`src/hw/fx_data_pkg.sv`:
```
// Data widths are fixed by the SIMD instruction set; lanes are counted from bit 0 upward
package fx_data_pkg;

  // One 128-bit register value, bit 0 least significant
  typedef logic [127:0] quad_t;

  // Word lane i sits at bits 32i upward
  typedef logic [31:0] word_t;

  // Halfword lane i sits at bits 16i upward
  typedef logic [15:0] half_t;

  // Register file has 128 entries
  typedef logic [6:0] reg_addr_t;

  // Raw immediate field, RI10 uses only the low ten bits
  typedef logic [17:0] imm_t;

  // Opcode field as seen on the instruction port
  typedef logic [10:0] opcode_t;

  // Instruction format selector
  typedef logic [2:0] format_t;

  // Signed saturation limits per lane width
  localparam word_t word_max = 32'h7fff_ffff;
  localparam word_t word_min = 32'h8000_0000;
  localparam half_t half_max = 16'h7fff;
  localparam half_t half_min = 16'h8000;

endpackage

```
`src/hw/fx_isa_pkg.sv`:
```
// Only RR and RI10 encodings of the even-pipe fixed-point subset; all other codes decode to none
package fx_isa_pkg;

  import fx_data_pkg::*;

  // Instruction formats handled by this unit
  localparam format_t fmt_rr   = 3'd0;
  localparam format_t fmt_ri10 = 3'd4;

  // RR arithmetic, halfword and word
  localparam opcode_t op_ah  = 11'b00011001000;
  localparam opcode_t op_a   = 11'b00011000000;
  localparam opcode_t op_sfh = 11'b00001001000;
  localparam opcode_t op_sf  = 11'b00001000000;

  // RR quadword logic
  localparam opcode_t op_and  = 11'b00011000001;
  localparam opcode_t op_or   = 11'b00001000001;
  localparam opcode_t op_xor  = 11'b01001000001;
  localparam opcode_t op_nand = 11'b00011001001;

  // RR compares, signed
  localparam opcode_t op_ceqh = 11'b01111001000;
  localparam opcode_t op_ceq  = 11'b01111000000;
  localparam opcode_t op_cgth = 11'b01001001000;
  localparam opcode_t op_cgt  = 11'b01001000000;

  // RI10 codes live in the low eight opcode bits
  localparam opcode_t op_ahi   = 11'b000_00011101;
  localparam opcode_t op_ai    = 11'b000_00011100;
  localparam opcode_t op_sfhi  = 11'b000_00001101;
  localparam opcode_t op_sfi   = 11'b000_00001100;
  localparam opcode_t op_ceqhi = 11'b000_01111101;
  localparam opcode_t op_ceqi  = 11'b000_01111100;
  localparam opcode_t op_cgthi = 11'b000_01001101;
  localparam opcode_t op_cgti  = 11'b000_01001100;

  // Decoded operation, RR and immediate forms collapse onto one value
  typedef enum logic [3:0] {
    op_none,
    op_add_h,
    op_add_w,
    op_sub_h,
    op_sub_w,
    op_and_q,
    op_or_q,
    op_xor_q,
    op_nand_q,
    op_ceq_h,
    op_ceq_w,
    op_cgt_h,
    op_cgt_w
  } fx_op_e;

endpackage

```
`src/hw/fx_op_if.sv`:
```
// One decoded operation per cycle with no handshake; the sink must take it every clock
`timescale 1ns/1ns

interface fx_op_if
  import fx_data_pkg::*;
  import fx_isa_pkg::*;
();

  // Decoded operation and its two quadword operands
  fx_op_e    op;
  quad_t     opnd_a;
  quad_t     opnd_b;
  // Target register and its write strobe
  reg_addr_t dest;
  logic      write;

  modport source (output op, output opnd_a, output opnd_b, output dest, output write);

  modport sink (input op, input opnd_a, input opnd_b, input dest, input write);

endinterface

```
`src/hw/fx_decode.sv`:
```
// Combinational decode; RI10 ignores immediate bits above bit 9, flush overrides everything
`timescale 1ns/1ns

module fx_decode
  import fx_data_pkg::*;
  import fx_isa_pkg::*;
(
  input  format_t       instr_format,
  input  opcode_t       op_code,
  input  reg_addr_t     dest_reg_addr,
  input  quad_t         src_reg_a,
  input  quad_t         src_reg_b,
  input  imm_t          imm_value,
  input  logic          enable_reg_write,
  input  logic          branch_is_taken,
  fx_op_if.source       dec
);

  fx_op_e op_sel;
  logic   half_op;
  half_t  imm_half;
  word_t  imm_word;

  // Format and opcode to operation
  always_comb begin
    op_sel = op_none;
    if (instr_format == fmt_rr) begin
      // Opcode 0 here is the nop and lands in default
      case (op_code)
        op_ah:   op_sel = op_add_h;
        op_a:    op_sel = op_add_w;
        op_sfh:  op_sel = op_sub_h;
        op_sf:   op_sel = op_sub_w;
        op_and:  op_sel = op_and_q;
        op_or:   op_sel = op_or_q;
        op_xor:  op_sel = op_xor_q;
        op_nand: op_sel = op_nand_q;
        op_ceqh: op_sel = op_ceq_h;
        op_ceq:  op_sel = op_ceq_w;
        op_cgth: op_sel = op_cgt_h;
        op_cgt:  op_sel = op_cgt_w;
        default: op_sel = op_none;
      endcase
    end else if (instr_format == fmt_ri10) begin
      case (op_code)
        op_ahi:   op_sel = op_add_h;
        op_ai:    op_sel = op_add_w;
        op_sfhi:  op_sel = op_sub_h;
        op_sfi:   op_sel = op_sub_w;
        op_ceqhi: op_sel = op_ceq_h;
        op_ceqi:  op_sel = op_ceq_w;
        op_cgthi: op_sel = op_cgt_h;
        op_cgti:  op_sel = op_cgt_w;
        default:  op_sel = op_none;
      endcase
    end
    // Taken branch squashes whatever was decoded
    if (branch_is_taken) begin
      op_sel = op_none;
    end
  end

  // Halfword-lane operations get the immediate replicated per halfword
  assign half_op = (op_sel == op_add_h) || (op_sel == op_sub_h) ||
                   (op_sel == op_ceq_h) || (op_sel == op_cgt_h);

  // Sign extension of imm10 to lane width
  assign imm_half = {{6{imm_value[9]}}, imm_value[9:0]};
  assign imm_word = {{22{imm_value[9]}}, imm_value[9:0]};

  assign dec.op     = op_sel;
  assign dec.opnd_a = src_reg_a;

  // RI10 replaces source b with the broadcast immediate
  always_comb begin
    if (instr_format == fmt_ri10) begin
      dec.opnd_b = half_op ? {8{imm_half}} : {4{imm_word}};
    end else begin
      dec.opnd_b = src_reg_b;
    end
  end

  // Dropped instructions carry no destination and never write
  assign dec.dest  = (op_sel == op_none) ? '0 : dest_reg_addr;
  assign dec.write = (op_sel == op_none) ? 1'b0 : enable_reg_write;

endmodule

```
`src/hw/fx_issue_reg.sv`:
```
// Holds one decoded operation for one cycle; operands carry no reset, op and dest do
`timescale 1ns/1ns

module fx_issue_reg
  import fx_isa_pkg::*;
(
  input  logic    clock,
  input  logic    reset,
  fx_op_if.sink   in_op,
  fx_op_if.source out_op
);

  // Control part, cleared to an idle op
  always_ff @(posedge clock) begin
    if (reset) begin
      out_op.op    <= op_none;
      out_op.dest  <= '0;
      out_op.write <= 1'b0;
    end else begin
      out_op.op    <= in_op.op;
      out_op.dest  <= in_op.dest;
      out_op.write <= in_op.write;
    end
  end

  // Quadword operands
  // Execute ignores them while op is none
  always_ff @(posedge clock) begin
    out_op.opnd_a <= in_op.opnd_a;
    out_op.opnd_b <= in_op.opnd_b;
  end

endmodule

```
`src/hw/fx_execute.sv`:
```
// Signed saturating lane math; op_none yields zero data and the result registers every cycle
`timescale 1ns/1ns

module fx_execute
  import fx_data_pkg::*;
  import fx_isa_pkg::*;
(
  input  logic      clock,
  input  logic      reset,
  fx_op_if.sink     in_op,
  output quad_t     wb_data,
  output reg_addr_t wb_reg_addr,
  output logic      wb_enable_reg_write
);

  // One bit wider than a word, enough for any lane sum or difference
  typedef logic signed [32:0] wide_t;

  quad_t half_res;
  quad_t word_res;
  quad_t result;

  // Clamp a widened result into the lane range
  function automatic wide_t clamp(input wide_t value, input wide_t hi, input wide_t lo);
    if (value > hi) return hi;
    if (value < lo) return lo;
    return value;
  endfunction

  // Eight halfword lanes
  for (genvar i = 0; i < 8; i++) begin : g_half
    half_t a_h;
    half_t b_h;
    wide_t sum_h;
    wide_t dif_h;

    assign a_h   = in_op.opnd_a[16*i +: 16];
    assign b_h   = in_op.opnd_b[16*i +: 16];
    assign sum_h = wide_t'(signed'(a_h)) + wide_t'(signed'(b_h));
    // Subtract-from is b minus a
    assign dif_h = wide_t'(signed'(b_h)) - wide_t'(signed'(a_h));

    assign half_res[16*i +: 16] =
      (in_op.op == op_add_h) ?
        half_t'(clamp(sum_h, wide_t'(signed'(half_max)), wide_t'(signed'(half_min)))) :
      (in_op.op == op_sub_h) ?
        half_t'(clamp(dif_h, wide_t'(signed'(half_max)), wide_t'(signed'(half_min)))) :
      (in_op.op == op_ceq_h) ? {16{a_h == b_h}} :
      {16{signed'(a_h) > signed'(b_h)}};
  end

  // Four word lanes
  for (genvar i = 0; i < 4; i++) begin : g_word
    word_t a_w;
    word_t b_w;
    wide_t sum_w;
    wide_t dif_w;

    assign a_w   = in_op.opnd_a[32*i +: 32];
    assign b_w   = in_op.opnd_b[32*i +: 32];
    assign sum_w = wide_t'(signed'(a_w)) + wide_t'(signed'(b_w));
    assign dif_w = wide_t'(signed'(b_w)) - wide_t'(signed'(a_w));

    assign word_res[32*i +: 32] =
      (in_op.op == op_add_w) ?
        word_t'(clamp(sum_w, wide_t'(signed'(word_max)), wide_t'(signed'(word_min)))) :
      (in_op.op == op_sub_w) ?
        word_t'(clamp(dif_w, wide_t'(signed'(word_max)), wide_t'(signed'(word_min)))) :
      (in_op.op == op_ceq_w) ? {32{a_w == b_w}} :
      {32{signed'(a_w) > signed'(b_w)}};
  end

  // Pick lane result or full-width logic
  always_comb begin
    case (in_op.op)
      op_add_h, op_sub_h, op_ceq_h, op_cgt_h: result = half_res;
      op_add_w, op_sub_w, op_ceq_w, op_cgt_w: result = word_res;
      op_and_q:  result = in_op.opnd_a & in_op.opnd_b;
      op_or_q:   result = in_op.opnd_a | in_op.opnd_b;
      op_xor_q:  result = in_op.opnd_a ^ in_op.opnd_b;
      op_nand_q: result = ~(in_op.opnd_a & in_op.opnd_b);
      default:   result = '0;
    endcase
  end

  // Write-back stage
  always_ff @(posedge clock) begin
    if (reset) begin
      wb_data             <= '0;
      wb_reg_addr         <= '0;
      wb_enable_reg_write <= 1'b0;
    end else begin
      wb_data             <= result;
      wb_reg_addr         <= in_op.dest;
      wb_enable_reg_write <= in_op.write;
    end
  end

endmodule

```
`src/hw/simple_fixed.sv`:
```
// Two-edge latency from inputs to write-back, one instruction per cycle, no stall input
`timescale 1ns/1ns

module simple_fixed
  import fx_data_pkg::*;
(
  input  logic      clock,
  input  logic      reset,
  input  format_t   instr_format,
  input  opcode_t   op_code,
  input  reg_addr_t dest_reg_addr,
  input  quad_t     src_reg_a,
  input  quad_t     src_reg_b,
  input  imm_t      imm_value,
  input  logic      enable_reg_write,
  input  logic      branch_is_taken,
  output quad_t     wb_data,
  output reg_addr_t wb_reg_addr,
  output logic      wb_enable_reg_write
);

  // Decode to issue, then issue to execute
  fx_op_if dec_bus ();
  fx_op_if iss_bus ();

  fx_decode i_decode (
    .instr_format     (instr_format),
    .op_code          (op_code),
    .dest_reg_addr    (dest_reg_addr),
    .src_reg_a        (src_reg_a),
    .src_reg_b        (src_reg_b),
    .imm_value        (imm_value),
    .enable_reg_write (enable_reg_write),
    .branch_is_taken  (branch_is_taken),
    .dec              (dec_bus.source)
  );

  // First pipeline edge
  fx_issue_reg i_issue_reg (
    .clock  (clock),
    .reset  (reset),
    .in_op  (dec_bus.sink),
    .out_op (iss_bus.source)
  );

  // Second edge lands in the write-back register
  fx_execute i_execute (
    .clock               (clock),
    .reset               (reset),
    .in_op               (iss_bus.sink),
    .wb_data             (wb_data),
    .wb_reg_addr         (wb_reg_addr),
    .wb_enable_reg_write (wb_enable_reg_write)
  );

endmodule

```
`config.mk`:
```
export PLATFORM = sky130hd
export DESIGN_NAME = simple_fixed
export DESIGN_NICKNAME = d
export VERILOG_FILES = /design/src/hw/fx_data_pkg.sv /design/src/hw/fx_isa_pkg.sv /design/src/hw/fx_op_if.sv /design/src/hw/fx_decode.sv /design/src/hw/fx_issue_reg.sv /design/src/hw/fx_execute.sv /design/src/hw/simple_fixed.sv
export SDC_FILE = /design/constraint.sdc
export NUM_CORES = 2
export LEC_CHECK = 0
export ABC_AREA = 1
export BUFFER_PORTS_ARGS = -buffer_cell sky130_fd_sc_hd__buf_2
export CAP_MARGIN = 20
export CORE_AREA = 2 2 390 315
export DETAILED_ROUTE_END_ITERATION = 8
export DIE_AREA = 0 0 392 317
export PLACE_DENSITY = 0.55
export SYNTH_ARGS = -nofsm -noshare
export SYNTH_HDL_FRONTEND = slang
export SYNTH_SLANG_ARGS = --single-unit
```
`constraint.sdc`:
```
create_clock -name clock -period 4.3 [get_ports clock]
set_input_delay 0.86 -clock clock [delete_from_list [all_inputs] [get_ports clock]]
set_output_delay 0.86 -clock clock [all_outputs]
set_load 0.02 [all_outputs]
```
; ---- Word-level counts from Yosys, hierarchy flattened
; Index checks and enable logic that the tools add are counted.
[classes]
muxes = 212
n_eq_ne = 49
order_cmp = 60
div_mod_pow = 0
n_addsub = 24
n_mul = 0
n_bitwise = 4
shift = 0
n_reduce_logical = 8
[ops]
columns = cell, n
row1 = $mux 16, 88
row2 = $mux 32, 44
row3 = $pmux 128 s6, 1
row4 = $gt 17x16->1 const B, 16
row5 = $lt 17x16->1 const B, 16
row6 = $gt 33x32->1 const B, 8
row7 = $lt 33x32->1 const B, 8
row8 = $add 16x16->17, 8
row9 = $sub 16x16->17, 8
row10 = $add 32x32->33, 4
row11 = $sub 32x32->33, 4
row12 = $and 128x128->128, 1
row13 = $eq 16x16->1, 8
row14 = $eq 32x32->1, 4
row15 = $gt 16x16->1, 8
row16 = $gt 32x32->1, 4
row17 = $mux 128, 1
row18 = $not 128->128, 1
row19 = $or 128x128->128, 1
row20 = $xor 128x128->128, 1
row21 = $mux 121, 1
row22 = $eq 11x7->1 const B, 7
row23 = $mux 1, 72
row24 = $eq 11x10->1 const B, 5
row25 = other kinds (16), 38
[word_totals]
wordCells = 365
mem_bits_ro = 0
in_bits = 299
regBits = 404
latch_bits = 0
mem_count = 0
mem_bits_rw = 0

; ---- Longest topological paths before layout
[logic_depth]
word_depth = 11
ltp_mapped = 28

; ---- Hierarchy
; From an unflattened synthesis, not the netlist that was laid out.
[unflattened]
hier_cells = 8442
area_unflattened_um2 = 48641.7
[by_module_without_submodules]
columns = mod, area_each_um2, instances, seq_area_each_um2, cells_each
row1 = fx_execute, 40178.5, 1, 2722.6, 7558
row2 = fx_issue_reg, 5466.5, 1, 5365.1, 293
row3 = fx_decode, 2996.6, 1, 0.0, 591

; ---- Least setup slack after synthesis
; Ideal clock, no wire load.
[synth_timing]
kind = flip-flop to flip-flop
startpoint = register i_issue_reg.out_op.opnd_b[32]
endpoint = register i_execute.wb_data[60]
setup_ns = 0.130
path_stages_with_launch = 27
path_slack_ns = 1.581
required_ns = 4.170
synth_period_minus_slack_ns = 2.719
arrival_ns = 2.589
path_cell_list = dfxtp_1 -> inv_1 -> ha_1 -> fa_1 -> inv_1 -> nand2_2 -> nand2_2 -> nand3_1 -> nand2_1 -> nand2_2 -> nand2_2 -> nand2_1 -> nand2_1 -> nand2_1 -> nor2_1 -> nand3_1 -> nor2_1 -> nand2_1 -> nor2_1 -> nor2_2 -> nand2_4 -> buf_6 -> nand2_1 -> nand2_1 -> nand2_1 -> nand2_1 -> a21oi_2
[synth_between]
elab_chain_cells = 9
word_cells_on_any_way = 24
classes_between = add/sub: 2 / order compare: 5 / eq/ne: 1 / mux: 16
[synth_rtl]
columns = item, line
row1 = start: declaration, fx_op_if.sv:17  ; modport source (output op, output opnd_a, output opnd_b, output dest, output write);
row2 = $sub 32x32->33, fx_execute.sv:62  ; assign dif_w = wide_t'(signed'(b_w)) - wide_t'(signed'(a_w));
row3 = $lt 33x32->1, fx_execute.sv:26  ; if (value < lo) return lo;
row4 = $mux 1 (2 in series), fx_execute.sv:26
row5 = $mux 32, fx_execute.sv:27  ; return value;
row6 = $mux 32, fx_execute.sv:26
row7 = $mux 32, fx_execute.sv:67  ; (in_op.op == op_sub_w) ?
row8 = $mux 32 *, fx_execute.sv:65  ; (in_op.op == op_add_w) ?
row9 = $pmux 128 s6 *, fx_execute.sv:75  ; case (in_op.op)
row10 = end signal: assignment, fx_execute.sv:93  ; wb_data <= result;
row11 = end: declaration, fx_execute.sv:11  ; output quad_t wb_data,
; Mark *: on every way between the ends. The rest lies on a longest branch, timed or not. The select of a mux whose other input is x is not followed.
; A chain may end at the register's enable or synchronous reset.

; ---- Worst setup path after layout
[layout_timing]
startpoint = register i_issue_reg.out_op.opnd_a[62]
endpoint = register i_execute.wb_data[62]
[layout_between]
elab_chain_cells = 9
word_cells_on_any_way = 51
classes_between = add/sub: 4 / order compare: 10 / eq/ne: 2 / mux: 31 / bitwise: 4
[layout_rtl]
columns = item, line
row1 = start: declaration, fx_op_if.sv:17
row2 = $sub 32x32->33 / $sub 16x16->17 (equally long branches), "fx_execute.sv:62, fx_execute.sv:41"
row3 = $lt 33x32->1 / $lt 17x16->1 (equally long branches), fx_execute.sv:26
row4 = $mux 1 (2 in series), fx_execute.sv:26
row5 = $mux 32 / $mux 16 (equally long branches), fx_execute.sv:27
row6 = $mux 32 / $mux 16 (equally long branches), fx_execute.sv:26
row7 = $mux 32 / $mux 16 (equally long branches), "fx_execute.sv:67, fx_execute.sv:46"
row8 = $mux 32 / $mux 16 (equally long branches), "fx_execute.sv:65, fx_execute.sv:44"
row9 = $pmux 128 s6 *, fx_execute.sv:75
; Marks and branches as above.

==> metrics.cfg <==
[sta]
min_period_over_period_pct=97.0
slew_violations=0
fin_skew_ps=30.8
setup_tns_ps=0
hold_viol=0
fin_crit_ps=4170
rsz0062_at_grt=no
tightest_slew_ps=1160
maxSlewHeadroom_pct=22.7
fin_hold_ws_ps=293
max_freq_mhz=240
final-setup-viol-count=0
worst_slack_ps=127

[pwr]
peakVddDrop_mv=0.285
leakage_nw=29.2
power_mw=17.0
p_per_area_mw_per_mm2=317

[setup_path]
cp_max_fo=16
cp-start-kind=register
cp-end-kind=register
crit_type=register to register
crit_required_ps=4900
arrival_ps=4780

[cells_and_area]
fin_nets=9284
finalNonFillerCells=10200
fin_area_mm2=0.0536
fin_util_pct=44.7
syn_to_final_growth_pct=12.3
drive_gt1_share_pct=13.3

[route]
drc_errors=0
vias=57200
drt_first_iter_violations=6674
routedWlPerCell_um=24.1
dr.pass1.iters=9
routed_wirelength_mm=247
via_per_inst=5.59
ant_nets=0

[synthesis]
synth_cells=8251
seq_area_frac_synth_pct=16.9
synth_edf_count=0
synth_top_area_share_pct=20.3
async_flop_share_pct=0
synthTopCellsByArea=nand2_1 (20%), dfxtp_1 (17%), ha_1 (10%)
yosys.area.top_type=nand2_1
ys_seq_elements=404
synthDistinctLibCells=74
synthFlopType=dfxtp_1
avgSynthCellArea_um2=5.79
yosysMostFrequentCell=nand2_1
synth_warnings=0
syn_area_mm2=0.0478
yosys-top-cells-count=nand2_1 (2586), inv_1 (1000), a21oi_1 (933), nor2_1 (591), nand3_1 (467)
synth.net_count=8962

[cts]
clock_path_buffers=3
htree_levels=2
clk_pin_slew_worst_paths_ps=60
cts.sink_count=404
clock_latency_ps=670
cts_buffers=48
cts-root-buf=clkbuf_16
postCtsHoldBufs=0
postCtsSetupRepairBufs=0
ctsResizeCount=0
cts_tree=built

[die]
start_util_pct=39.8
dieArea_mm2=0.124
die_h_um=317
die-width_um=392
design.core.area_mm2=0.120
placementRows=114
io_pins=435

[global_routing]
grt_pass1_wl_mm=350
antenna_found_initial=14
grt-ovfl-total=0
grt_usage_pct=38.1
grt_pass1_vias=52100
grt_max_degree=109

[place]
placed_area_mm2=0.0520
io_buffers=426
place_ws_ps=391
dp.cells=10100
routabilityCongestion=1.04
post-dp-hpwl_mm=196

[min_path]
hold_path.class=primary input to register

[flow_run]
cap_violations=0

[outcome]
outcome=finished clean

[layout by cell type (no fill, tap or decap), drive strengths merged, types with 2 or more instances in the layout]
cell type / synthesis / layout
o211ai: 17 / 17
bufinv: 0 / 6
inv: 1128 / 1132
a21oi: 993 / 993
a211oi: 6 / 6
nor4: 10 / 10
or2: 11 / 11
o221ai: 2 / 2
a221o: 3 / 3
nor2: 665 / 665
xor2: 215 / 215
clkinvlp: 0 / 2
nor3: 47 / 47
o21bai: 49 / 49
o21ai: 381 / 381
clkbuf: 157 / 65
o311ai: 2 / 2
clkinv: 27 / 37
nand3b: 4 / 4
diode: 0 / 2
nand2: 2657 / 2657
a221oi: 22 / 22
o31ai: 3 / 3
and2: 5 / 5
ha: 396 / 396
a21boi: 18 / 18
nand4: 59 / 59
dfxtp: 404 / 404
a31oi: 54 / 54
o21a: 15 / 15
a211o: 26 / 26
o22ai: 110 / 110
a21o: 10 / 10
nand3: 478 / 478
fa: 16 / 16
a22oi: 15 / 15
buf: 227 / 668
[flip-flops by register name (all words and copies together), names as in the netlist]
| name | count |
|---|---|
| i_issue_reg.out_op.opnd_a | 128 |
| i_issue_reg.out_op.dest | 7 |
| i_issue_reg.out_op.write | 1 |
| i_issue_reg.out_op.opnd_b | 128 |
| i_execute.wb_enable_reg_write | 1 |
| i_issue_reg.out_op.op | 4 |
| i_execute.wb_reg_addr | 7 |
| i_execute.wb_data | 128 |
[path summary, 6_finish.rpt]
kind / to / slack [ps] / cells past startpoint / from
max: i_execute.wb_data[62] / 130 / 14 / i_issue_reg.out_op.opnd_a[62]
min: i_issue_reg.out_op.opnd_a[21] / 290 / 1 / src_reg_a[21]
max reg2reg: i_execute.wb_data[62] / 130 / 14 / i_issue_reg.out_op.opnd_a[62]
min reg2reg: i_execute.wb_reg_addr[4] / 400 / 2 / i_issue_reg.out_op.dest[4]
[routing by layer]
metal	part of all wire, %	wire (um)	global-route usage [%]	vias to the layer above
met5	0.073	179	0.530	-
met4	3.7	9210	12.7	16
met3	14	33700	12.9	438
met2	38	94200	52.6	3361
met1	44	109000	54.4	26400
li1	-	-	-	26900
[worst max-delay path, stage by stage (launching register included)]
cell and delay (ps):
dfxtp_1 570, inv_1 120, ha_1 520, buf_4 250, nor2_1 120, nand2_1 80, nor2_1 240, nand2_1 180
o311ai_4 980, buf_4 350, nand2_1 70, nand2_1 50, nand2_1 60, a21oi_1 310, buf_4 190
[logic make-up (layout without fill, tap and decap cells)]
group	count (synthesis)	after routing	synth area share, %
other	0	2	0
AO/OA/AOI/OAI	1730	1730	20.4
buffers and inverters	1551	1910	13.6
flip-flops	404	404	16.9
XOR/XNOR	215	215	3.99
AND/OR/NAND/NOR	3939	3939	34.1
adder cells (fa/ha/maj)	412	412	11.0
[power by group]
group	switching, mW	internal (mW)	total, mW
Clock	1.90	2.56	4.46
Sequential	0.182	3.93	4.11
Combinational	5.99	2.44	8.43
[layout make-up]
class                           instances  area, um2
Clock buffer                           65       1350
Timing Repair Buffer                  668       4220
Fill cell                           13400      66500
Antenna cell                            2       5.00
Tap cell                             1624       2030
Multi-Input combinational cell       6296      33300
Clock inverter                         22        292
Sequential cell                       404       8090
Inverter                             1155       4370
Note: power is estimated with default switching activity, not from simulation.
